<file path="src/hw/turf_hsk_pkg.sv">
package turf_hsk_pkg;

    //////////////////////////////
    // Register bus geometry
    //////////////////////////////

    localparam int ADDR_W = 14;
    localparam int DATA_W = 32;

    // Number of TURFIOs hanging off the TURF
    localparam int NUM_TIO = 4;

    // Address bit that splits ID/control space (0) from bridge space (1)
    localparam int SPACE_BIT = 13;

    //////////////////////////////
    // Register offsets
    //////////////////////////////

    // ID/control space
    localparam logic [ADDR_W-1:0] REG_IDENT     = 14'h0000;
    localparam logic [ADDR_W-1:0] REG_DATEVER   = 14'h0004;
    localparam logic [ADDR_W-1:0] REG_GPO_CTRL  = 14'h0008;
    localparam logic [ADDR_W-1:0] REG_STATUS    = 14'h000C;
    localparam logic [ADDR_W-1:0] REG_TIO_RESET = 14'h0010;

    // Bridge space
    localparam logic [ADDR_W-1:0] REG_BRIDGE_TYPE    = 14'h0000;
    localparam logic [ADDR_W-1:0] REG_BRIDGE_INVALID = 14'h0004;

    // TOUT source select, codes 4 to 7 select nothing
    typedef enum logic [2:0] {
        GPO_SYNC = 3'd0,
        GPO_RUN  = 3'd1,
        GPO_TRIG = 3'd2,
        GPO_PPS  = 3'd3
    } gpo_sel_t;

    // Register bridge type, one per TURFIO
    typedef enum logic [1:0] {
        BRIDGE_NONE   = 2'd0,
        BRIDGE_AURORA = 2'd1,
        BRIDGE_RSVD2  = 2'd2,
        BRIDGE_RSVD3  = 2'd3
    } bridge_type_t;

endpackage

</file>
<file path="src/hw/wb_if.sv">
interface wb_if;
    import turf_hsk_pkg::*;

    logic              cyc;
    logic              stb;
    logic              we;
    logic [ADDR_W-1:0] adr;
    logic [DATA_W-1:0] dat_w;
    logic [DATA_W-1:0] dat_r;
    logic              ack;

    modport master (
        output cyc, stb, we, adr, dat_w,
        input  dat_r, ack
    );

    modport slave (
        input  cyc, stb, we, adr, dat_w,
        output dat_r, ack
    );

endinterface

</file>
<file path="src/hw/turf_intercon.sv">
module turf_intercon (
    input  logic                            ps_clk,
    input  logic                            rst_n_i,

    input  logic                            wb_cyc_i,
    input  logic                            wb_stb_i,
    input  logic                            wb_we_i,
    input  logic [turf_hsk_pkg::ADDR_W-1:0] wb_adr_i,
    input  logic [turf_hsk_pkg::DATA_W-1:0] wb_dat_i,
    output logic [turf_hsk_pkg::DATA_W-1:0] wb_dat_o,
    output logic                            wb_ack_o,

    wb_if.master                            id_bus,
    wb_if.master                            bridge_bus
);
    import turf_hsk_pkg::*;

    logic                  space_sel;
    logic                  space_q;
    logic [ADDR_W-1:0]     local_adr;

    assign space_sel = wb_adr_i[SPACE_BIT];
    // Strip the space bit, slaves only see their own offsets
    assign local_adr = {{(ADDR_W-SPACE_BIT){1'b0}}, wb_adr_i[SPACE_BIT-1:0]};

    // Request fan-out
    assign id_bus.cyc   = wb_cyc_i;
    assign id_bus.stb   = wb_stb_i & ~space_sel;
    assign id_bus.we    = wb_we_i;
    assign id_bus.adr   = local_adr;
    assign id_bus.dat_w = wb_dat_i;

    assign bridge_bus.cyc   = wb_cyc_i;
    assign bridge_bus.stb   = wb_stb_i & space_sel;
    assign bridge_bus.we    = wb_we_i;
    assign bridge_bus.adr   = local_adr;
    assign bridge_bus.dat_w = wb_dat_i;

    // Remember which space was addressed when the slaves sampled stb,
    // so the return mux lines up with the ack cycle
    always_ff @(posedge ps_clk or negedge rst_n_i) begin
        if (!rst_n_i) begin
            space_q <= 1'b0;
        end else if (wb_cyc_i && wb_stb_i) begin
            space_q <= space_sel;
        end
    end

    ////////////////////////////////
    // Response return
    ////////////////////////////////

    assign wb_ack_o = space_q ? bridge_bus.ack : id_bus.ack;

    // Data bus reads as zero outside the ack cycle
    always_comb begin
        wb_dat_o = '0;
        if (wb_ack_o) begin
            wb_dat_o = space_q ? bridge_bus.dat_r : id_bus.dat_r;
        end
    end

endmodule

</file>
<file path="src/hw/turf_id_ctrl.sv">
module turf_id_ctrl #(
    parameter logic [turf_hsk_pkg::DATA_W-1:0] IDENT       = "TURF",
    parameter logic [turf_hsk_pkg::DATA_W-1:0] DATEVERSION = '0
) (
    input  logic                             ps_clk,
    input  logic                             rst_n_i,

    wb_if.slave                              bus,

    input  logic                             uart_irq_b_i,
    input  logic                             hsk_irq_i,
    input  logic                             hsk_complete_i,
    input  logic [1:0]                       gps_timepulse_i,

    output logic                             gpo_en_o,
    output turf_hsk_pkg::gpo_sel_t           gpo_sel_o,
    output logic [turf_hsk_pkg::NUM_TIO-1:0] tio_resetb_o
);
    import turf_hsk_pkg::*;

    logic               wr_en;
    logic               gpo_en_q;
    gpo_sel_t           gpo_sel_q;
    logic [NUM_TIO-1:0] tio_reset_q;
    logic [4:0]         status_meta_q;
    logic [4:0]         status_q;
    logic [4:0]         status_raw;

    // Same bit packing as the low EMIO bits on the processor side
    assign status_raw = {gps_timepulse_i, hsk_complete_i, hsk_irq_i, uart_irq_b_i};

    // Write lands on the edge that raises ack
    assign wr_en = bus.cyc & bus.stb & ~bus.ack & bus.we;

    always_ff @(posedge ps_clk or negedge rst_n_i) begin
        if (!rst_n_i) begin
            bus.ack <= 1'b0;
        end else begin
            bus.ack <= bus.cyc & bus.stb & ~bus.ack;
        end
    end

    ////////////////////////////////
    // Control registers
    ////////////////////////////////

    always_ff @(posedge ps_clk or negedge rst_n_i) begin
        if (!rst_n_i) begin
            gpo_en_q    <= 1'b0;
            gpo_sel_q   <= GPO_SYNC;
            tio_reset_q <= '0;
        end else if (wr_en) begin
            if (bus.adr == REG_GPO_CTRL) begin
                gpo_en_q  <= bus.dat_w[3];
                gpo_sel_q <= gpo_sel_t'(bus.dat_w[2:0]);
            end
            if (bus.adr == REG_TIO_RESET) begin
                tio_reset_q <= bus.dat_w[NUM_TIO-1:0];
            end
        end
    end

    // Status lines are asynchronous to ps_clk
    always_ff @(posedge ps_clk or negedge rst_n_i) begin
        if (!rst_n_i) begin
            status_meta_q <= '0;
            status_q      <= '0;
        end else begin
            status_meta_q <= status_raw;
            status_q      <= status_meta_q;
        end
    end

    assign gpo_en_o     = gpo_en_q;
    assign gpo_sel_o    = gpo_sel_q;
    // Zero holds the TURFIO in reset
    assign tio_resetb_o = tio_reset_q;

    ////////////////////////////////
    // Readback
    ////////////////////////////////

    always_comb begin
        bus.dat_r = '0;
        case (bus.adr)
            REG_IDENT:     bus.dat_r = IDENT;
            REG_DATEVER:   bus.dat_r = DATEVERSION;
            REG_GPO_CTRL:  bus.dat_r = DATA_W'({gpo_en_q, gpo_sel_q});
            REG_STATUS:    bus.dat_r = DATA_W'(status_q);
            REG_TIO_RESET: bus.dat_r = DATA_W'(tio_reset_q);
            default:       bus.dat_r = '0;
        endcase
    end

endmodule

</file>
<file path="src/hw/turf_bridge_ctrl.sv">
module turf_bridge_ctrl (
    input  logic                               ps_clk,
    input  logic                               rst_n_i,

    wb_if.slave                                bus,

    input  logic [turf_hsk_pkg::NUM_TIO-1:0]   aurora_up_i,
    output logic [2*turf_hsk_pkg::NUM_TIO-1:0] bridge_route_o
);
    import turf_hsk_pkg::*;

    logic                              wr_en;
    bridge_type_t [NUM_TIO-1:0]        type_q;
    bridge_type_t [NUM_TIO-1:0]        route_q;
    logic [NUM_TIO-1:0]                valid;
    logic [NUM_TIO-1:0]                invalid_q;
    logic [NUM_TIO-1:0]                invalid_clr;

    assign wr_en = bus.cyc & bus.stb & ~bus.ack & bus.we;

    always_ff @(posedge ps_clk or negedge rst_n_i) begin
        if (!rst_n_i) begin
            bus.ack <= 1'b0;
        end else begin
            bus.ack <= bus.cyc & bus.stb & ~bus.ack;
        end
    end

    // Bridge type per TURFIO, 2 bits each
    always_ff @(posedge ps_clk or negedge rst_n_i) begin
        if (!rst_n_i) begin
            for (int i = 0; i < NUM_TIO; i++) begin
                type_q[i] <= BRIDGE_NONE;
            end
        end else if (wr_en && bus.adr == REG_BRIDGE_TYPE) begin
            for (int i = 0; i < NUM_TIO; i++) begin
                type_q[i] <= bridge_type_t'(bus.dat_w[2*i +: 2]);
            end
        end
    end

    ////////////////////////////////
    // Validity vs. link state
    ////////////////////////////////

    always_comb begin
        for (int i = 0; i < NUM_TIO; i++) begin
            case (type_q[i])
                BRIDGE_NONE:   valid[i] = 1'b1;
                BRIDGE_AURORA: valid[i] = aurora_up_i[i];
                default:       valid[i] = 1'b0;
            endcase
        end
    end

    // Write-one-to-clear, the clear wins for one cycle
    assign invalid_clr = (wr_en && bus.adr == REG_BRIDGE_INVALID) ?
                         bus.dat_w[NUM_TIO-1:0] : '0;

    always_ff @(posedge ps_clk or negedge rst_n_i) begin
        if (!rst_n_i) begin
            invalid_q <= '0;
            for (int i = 0; i < NUM_TIO; i++) begin
                route_q[i] <= BRIDGE_NONE;
            end
        end else begin
            invalid_q <= ~invalid_clr & (invalid_q | ~valid);
            for (int i = 0; i < NUM_TIO; i++) begin
                route_q[i] <= valid[i] ? type_q[i] : BRIDGE_NONE;
            end
        end
    end

    assign bridge_route_o = route_q;

    always_comb begin
        case (bus.adr)
            REG_BRIDGE_TYPE:    bus.dat_r = DATA_W'(type_q);
            REG_BRIDGE_INVALID: bus.dat_r = DATA_W'(invalid_q);
            default:            bus.dat_r = '0;
        endcase
    end

endmodule

</file>
<file path="src/hw/turf_gpo_mux.sv">
module turf_gpo_mux (
    input  logic                             ps_clk,
    input  logic                             rst_n_i,

    input  logic                             gpo_en_i,
    input  turf_hsk_pkg::gpo_sel_t           gpo_sel_i,
    input  logic [turf_hsk_pkg::NUM_TIO-1:0] gpo_ce_i,
    input  logic [turf_hsk_pkg::NUM_TIO-1:0] gpo_d_i,

    output logic                             tout_o
);
    import turf_hsk_pkg::*;

    logic       src_ok;
    logic [1:0] src_idx;
    logic       tout_q;

    // Map the select code onto a source slot
    always_comb begin
        src_ok  = gpo_en_i;
        src_idx = 2'd0;
        case (gpo_sel_i)
            GPO_SYNC: src_idx = 2'd0;
            GPO_RUN:  src_idx = 2'd1;
            GPO_TRIG: src_idx = 2'd2;
            GPO_PPS:  src_idx = 2'd3;
            default:  src_ok  = 1'b0;
        endcase
    end

    // Output only moves on the selected source's clock enable
    always_ff @(posedge ps_clk or negedge rst_n_i) begin
        if (!rst_n_i) begin
            tout_q <= 1'b0;
        end else if (!src_ok) begin
            tout_q <= 1'b0;
        end else if (gpo_ce_i[src_idx]) begin
            tout_q <= gpo_d_i[src_idx];
        end
    end

    assign tout_o = tout_q;

endmodule

</file>
<file path="src/hw/baud_tick_gen.sv">
module baud_tick_gen #(
    parameter int          FRAC_W = 10,
    parameter int unsigned ADD    = 82
) (
    input  logic ps_clk,
    input  logic rst_n_i,
    output logic tick_o
);

    logic [FRAC_W-1:0] acc_q;
    logic [FRAC_W:0]   sum;
    logic              tick_q;

    // Carry out of the phase accumulator is the tick
    assign sum = {1'b0, acc_q} + (FRAC_W+1)'(ADD);

    always_ff @(posedge ps_clk or negedge rst_n_i) begin
        if (!rst_n_i) begin
            acc_q  <= '0;
            tick_q <= 1'b0;
        end else begin
            acc_q  <= sum[FRAC_W-1:0];
            tick_q <= sum[FRAC_W];
        end
    end

    assign tick_o = tick_q;

endmodule

</file>
<file path="src/hw/turf_hsk_top.sv">
module turf_hsk_top #(
    parameter logic [31:0] IDENT         = "TURF",
    parameter logic [3:0]  VER_MAJOR     = 4'd0,
    parameter logic [3:0]  VER_MINOR     = 4'd7,
    parameter logic [7:0]  VER_REV       = 8'd29,
    parameter logic [15:0] FIRMWARE_DATE = 16'h0000,
    parameter logic        REVISION_B    = 1'b0,
    parameter int unsigned HSK_ADD       = 82,
    parameter int unsigned GPS_ADD       = 25
) (
    input  logic                               ps_clk,
    input  logic                               rst_n_i,

    // Register bus from the processor
    input  logic                               wb_cyc_i,
    input  logic                               wb_stb_i,
    input  logic                               wb_we_i,
    input  logic [turf_hsk_pkg::ADDR_W-1:0]    wb_adr_i,
    input  logic [turf_hsk_pkg::DATA_W-1:0]    wb_dat_i,
    output logic [turf_hsk_pkg::DATA_W-1:0]    wb_dat_o,
    output logic                               wb_ack_o,

    // TOUT sources
    input  logic                               gpo_sync_ce_i,
    input  logic                               gpo_sync_d_i,
    input  logic                               gpo_run_ce_i,
    input  logic                               gpo_run_d_i,
    input  logic                               gpo_trig_ce_i,
    input  logic                               gpo_trig_d_i,
    input  logic                               gpo_pps_ce_i,
    input  logic                               gpo_pps_d_i,

    input  logic [turf_hsk_pkg::NUM_TIO-1:0]   aurora_up_i,

    input  logic                               uart_irq_b_i,
    input  logic                               hsk_irq_i,
    input  logic                               hsk_complete_i,
    input  logic [1:0]                         gps_timepulse_i,

    output logic                               tout_o,
    output logic [turf_hsk_pkg::NUM_TIO-1:0]   tio_resetb_o,
    output logic [2*turf_hsk_pkg::NUM_TIO-1:0] bridge_route_o,
    output logic                               hsk_16x_o,
    output logic                               gps_16x_o
);
    import turf_hsk_pkg::*;

    // Top bit flags a rev B board, then date and version
    localparam logic [31:0] DATEVERSION =
        {REVISION_B, FIRMWARE_DATE[14:0], VER_MAJOR, VER_MINOR, VER_REV};

    logic     gpo_en;
    gpo_sel_t gpo_sel;

    wb_if id_bus ();
    wb_if bridge_bus ();

    //////////////////////////////
    // Register spaces
    //////////////////////////////

    turf_intercon u_intercon (
        .ps_clk     (ps_clk),
        .rst_n_i    (rst_n_i),
        .wb_cyc_i   (wb_cyc_i),
        .wb_stb_i   (wb_stb_i),
        .wb_we_i    (wb_we_i),
        .wb_adr_i   (wb_adr_i),
        .wb_dat_i   (wb_dat_i),
        .wb_dat_o   (wb_dat_o),
        .wb_ack_o   (wb_ack_o),
        .id_bus     (id_bus),
        .bridge_bus (bridge_bus)
    );

    turf_id_ctrl #(
        .IDENT       (IDENT),
        .DATEVERSION (DATEVERSION)
    ) u_id_ctrl (
        .ps_clk          (ps_clk),
        .rst_n_i         (rst_n_i),
        .bus             (id_bus),
        .uart_irq_b_i    (uart_irq_b_i),
        .hsk_irq_i       (hsk_irq_i),
        .hsk_complete_i  (hsk_complete_i),
        .gps_timepulse_i (gps_timepulse_i),
        .gpo_en_o        (gpo_en),
        .gpo_sel_o       (gpo_sel),
        .tio_resetb_o    (tio_resetb_o)
    );

    turf_bridge_ctrl u_bridge_ctrl (
        .ps_clk         (ps_clk),
        .rst_n_i        (rst_n_i),
        .bus            (bridge_bus),
        .aurora_up_i    (aurora_up_i),
        .bridge_route_o (bridge_route_o)
    );

    //////////////////////////////
    // TOUT and serial debug ticks
    //////////////////////////////

    // Vectors follow gpo_sel_t order, sync in bit 0
    turf_gpo_mux u_gpo_mux (
        .ps_clk    (ps_clk),
        .rst_n_i   (rst_n_i),
        .gpo_en_i  (gpo_en),
        .gpo_sel_i (gpo_sel),
        .gpo_ce_i  ({gpo_pps_ce_i, gpo_trig_ce_i, gpo_run_ce_i, gpo_sync_ce_i}),
        .gpo_d_i   ({gpo_pps_d_i, gpo_trig_d_i, gpo_run_d_i, gpo_sync_d_i}),
        .tout_o    (tout_o)
    );

    // 8 MHz from 100 MHz, 82/1024 is within 0.1%
    baud_tick_gen #(
        .FRAC_W (10),
        .ADD    (HSK_ADD)
    ) u_hsk_baud (
        .ps_clk  (ps_clk),
        .rst_n_i (rst_n_i),
        .tick_o  (hsk_16x_o)
    );

    // 16x of 38400 baud for the GPS port
    baud_tick_gen #(
        .FRAC_W (12),
        .ADD    (GPS_ADD)
    ) u_gps_baud (
        .ps_clk  (ps_clk),
        .rst_n_i (rst_n_i),
        .tick_o  (gps_16x_o)
    );

endmodule

</file>
<file path="config.mk">
export PLATFORM = sky130hd
export DESIGN_NAME = turf_hsk_top
export DESIGN_NICKNAME = d
export VERILOG_FILES = /design/src/hw/turf_hsk_pkg.sv /design/src/hw/wb_if.sv /design/src/hw/turf_intercon.sv /design/src/hw/turf_id_ctrl.sv /design/src/hw/turf_bridge_ctrl.sv /design/src/hw/turf_gpo_mux.sv /design/src/hw/baud_tick_gen.sv /design/src/hw/turf_hsk_top.sv
export SDC_FILE = /design/constraint.sdc
export NUM_CORES = 1
export LEC_CHECK = 0
export BUFFER_PORTS_ARGS = -buffer_cell sky130_fd_sc_hd__buf_2
export CORE_MARGIN = 1.5
export CORE_UTILIZATION = 48
export DETAILED_ROUTE_END_ITERATION = 7
export PLACE_DENSITY = 0.79
export SYNTH_ARGS = -nofsm -noshare
export SYNTH_HDL_FRONTEND = slang
export SYNTH_SLANG_ARGS = --single-unit
</file>
<file path="constraint.sdc">
create_clock -name ps_clk -period 1.85 [get_ports ps_clk]
set_input_delay 0.185 -clock ps_clk [delete_from_list [all_inputs] [get_ports ps_clk]]
set_output_delay 0.185 -clock ps_clk [all_outputs]
set_load 0.05 [all_outputs]
</file>
==> results.sh <==
export IMPL_synthArstFlopShare_pct=100
export IMPL_io_buffers=79
export IMPL_grt_pass1_vias=2154
export IMPL_die_x_um=81.4
export IMPL_cts_root_buf="clkbuf_8"
export IMPL_die_area_mm2=0.00662
export IMPL_setup_viol=16
export IMPL_drc=0
export IMPL_intPower_uw=2050
export IMPL_slowest_delay_ns=0.42
export IMPL_yosys_area_top_type="dfrtp_1"
export IMPL_power_frac_comb_pct=10.2
export IMPL_setup_ws_ns=-0.203
export IMPL_syn_to_final_growth_pct=35.0
export IMPL_wl_per_cell_um=14.3
export IMPL_netSwitchingPower_uw=695
export IMPL_crit_type="flip-flop to output port"
export IMPL_clock_power_share_pct=36.8
export IMPL_yosysTopAreaCellShare_pct=55.2
export IMPL_critPathBufInv=1
export IMPL_core_area_mm2=0.00592
export IMPL_cts_max_level=3
export IMPL_drt_initial_drc_count=127
export IMPL_cts_sinks=65
export IMPL_final_cell_mix="dfrtp_1 (65), buf_2 (60), buf_4 (19)"
export IMPL_path_delay_family="simple AND/OR/NAND/NOR gates"
export IMPL_viasPerCell=5.11
export IMPL_drv_cap=0
export IMPL_numCtsBuffers=9
export IMPL_cp_arrival_ns=1.87
export IMPL_synth_edff_count=0
export IMPL_hold_viol=0
export IMPL_ys_warn_count=0
export IMPL_cp_cell_sequence="nand2b_4, a21bo_1, or3_4, a2bb2oi_1, nand3_1, buf_6"
export IMPL_netSwitchingFraction_pct=25.3
export IMPL_crit_path_start_kind="flip-flop"
export IMPL_gp_congestion=0.896
export IMPL_status="complete, but fails checks"
export IMPL_skew_ns=0.00751
export IMPL_rows=28
export IMPL_die_height_um=81.4
export IMPL_fin_crit_sh_pct=111
export IMPL_ir_drop_mv=0.642
export IMPL_drive_gt1_share_pct=42.9
export IMPL_clk_latency_ns=0.34
export IMPL_globalRouteTotalUtil_pct=19.8
export IMPL_cts_tree="done"
export IMPL_diodes=0
export IMPL_path_clk_slew_ns=0.07
export IMPL_rsz0062_at_grt="true"
export IMPL_synth_area_mm2=0.00295
export IMPL_hold_class="input pin to flip-flop"
export IMPL_critPathCaptureType="output port"
export IMPL_powerDensity_mw_per_mm2=689
export IMPL_crit_fanout=4
export IMPL_max_clock_freq_mhz=487
export IMPL_io_pins=116
export IMPL_cpMaxStageDelayCell="dfrtp_1"
export IMPL_ys_seq_area_share_pct=55.2
export IMPL_syn_inst=251
export IMPL_grt_first_pass_wirelength_mm=9.73
export IMPL_power_frac_seq_pct=53.0
export IMPL_via_count=2252
export IMPL_syn_avg_cell_area_um2=11.7
export IMPL_p_leak_uw=0.00197
export IMPL_clk_path_buf_depth=2
export IMPL_drtAntennaViolNets=0
export IMPL_antenna_found_initial=0
export IMPL_grt_max_degree=66
export IMPL_routed_wl_mm=6.32
export IMPL_layout_commonest_cell="dfrtp_1"
export IMPL_yosysUniqueCellTypes=45
export IMPL_synth_flop_cell="dfrtp_1"
export IMPL_nNetsFinal=432
export IMPL_start_util_pct=49.8
export IMPL_hold_ws_ns=0.0521
export IMPL_overflow=0
export IMPL_period_minus_slack_ns=2.05
export IMPL_first_pass_iters=6
export IMPL_dp_final_hpwl_mm=4.53
export IMPL_final_max_slew_viol_count=0
export IMPL_synth_seq_cells=65
export IMPL_synth_area_leaders="dfrtp_1 (55%), mux2_2 (5.7%), buf_4 (5.3%)"
export IMPL_final_core_util_pct=67.2
export IMPL_post_place_ws_ns=-0.0592
export IMPL_failed_checks="negative setup slack"
export IMPL_cp_required_ns=1.66
## metrics by stage
step           cells  cell area (µm²)  power, µW  TNS [ns]
6_report         441             3980       2740     -2.12
3_3_place_gp     417             3520       1740   -0.0877
2_1_floorplan    266             3070       1630    -0.215
4_1_cts          440             3840       2760     -2.82
3_5_place_dp     417             3520       1740    -0.127
5_1_grt          441             3980       2840     -3.51
## power by group through the flow
| stage | combinational, µW | clock [µW] | sequential (µW) |
|---|---|---|---|
| 2_1_floorplan | 137 | 0 | 1500 |
| 4_1_cts | 275 | 1030 | 1450 |
| 5_1_grt | 300 | 1090 | 1460 |
| 3_3_place_gp | 257 | 0 | 1480 |
| 6_report | 279 | 1010 | 1460 |
| 3_5_place_dp | 261 | 0 | 1480 |
## cell type report
cell class / count / area, µm²
sequential: 65 / 1630
inverter: 10 / 37.5
tap: 75 / 93.8
multi-input combinational: 170 / 1290
fill: 459 / 1940
timing repair buffer: 106 / 774
clock inverter: 4 / 20.0
clock buffer: 11 / 141
## worst register-to-register path, cell delays in order, from the launching register on
cell and delay (ns):
dfrtp_1 0.44, or4b_4 0.59, nor3_4 0.23, mux2_2 0.37
## cell families after synthesis
family,after synthesis,synth area share [%]
AOI/OAI and AO/OA,32,7.39
xor gates and xnor gates,17,5.05
adders and majority gates,2,0.849
buffers and inverters,32,6.75
DFF,65,55.2
muxes,18,7.17
other,1,0.127
and+or+nand+nor,84,17.5
## cell usage after synthesis, types with 2 or more instances
library cell,instances
a211oi_1,4
a21oi_1,11
a221oi_1,2
a22oi_1,2
a2bb2oi_1,3
and2_1,2
and3_1,4
buf_4,21
dfrtp_1,65
ha_1,2
inv_1,10
mux2_2,15
mux2i_1,2
nand2_1,16
nand3_1,9
nand4_1,4
nor2_1,15
nor2b_1,12
nor3_1,5
nor3_4,2
nor3b_1,3
nor4_4,2
o21ai_0,3
xnor2_1,9
xor2_1,8
## state kept, by name, indices dropped and copies added (netlist names), 3 cells and up
register / cells
u_bridge_ctrl.bridge_route_o: 8
u_bridge_ctrl.invalid_q: 4
u_bridge_ctrl.type_q: 8
u_gps_baud.acc_q: 12
u_hsk_baud.acc_q: 9
u_id_ctrl.gpo_sel_o: 3
u_id_ctrl.status_meta_q: 5
u_id_ctrl.status_q: 5
u_id_ctrl.tio_resetb_o: 4
## path summary, 6_finish.rpt
path                       slack (ns)                                 start  depth (start not counted)                            endpoint
setup / recovery                -0.20        u_intercon.space_q$_DFFE_PN0P_                          6                         wb_dat_o[2]
hold / removal                   0.05                          wb_adr_i[13]                          2         u_id_ctrl.bus.ack$_DFF_PN0_
setup reg to reg                 0.11           u_id_ctrl.bus.ack$_DFF_PN0_                          3  u_id_ctrl.gpo_sel_o[1]$_DFFE_PN0P_
hold reg to reg                  0.35  u_id_ctrl.status_meta_q[1]$_DFF_PN0_                          0     u_id_ctrl.status_q[1]$_DFF_PN0_
max in group asynchronous        1.18                               rst_n_i                          3       u_hsk_baud.acc_q[8]$_DFF_PN0_
min in group asynchronous        0.40                               rst_n_i                          3        u_gpo_mux.tout_o$_DFFE_PN0P_
## what timing repair did
item / CTS / global route
hold endpoints to repair: 70 / 0
buffers inserted: 2 / 0
resized for setup: 28 / 35
pin swaps: 2 / 4
setup endpoints to repair: 17 / 19
cloned: 0 / 1
hold buffers: 6 / 0
## metal layers
layer  vias to the layer above  global-route usage (%)  share of wire [%]
li1                       1062                       -                  -
met1                      1095                    24.4                 41
met2                        83                    33.1                 50
met3                        12                    5.17                7.4
met4                         0                    7.76                1.4
met5                         -                       0                  0
Power figures use the tool's default switching activity.
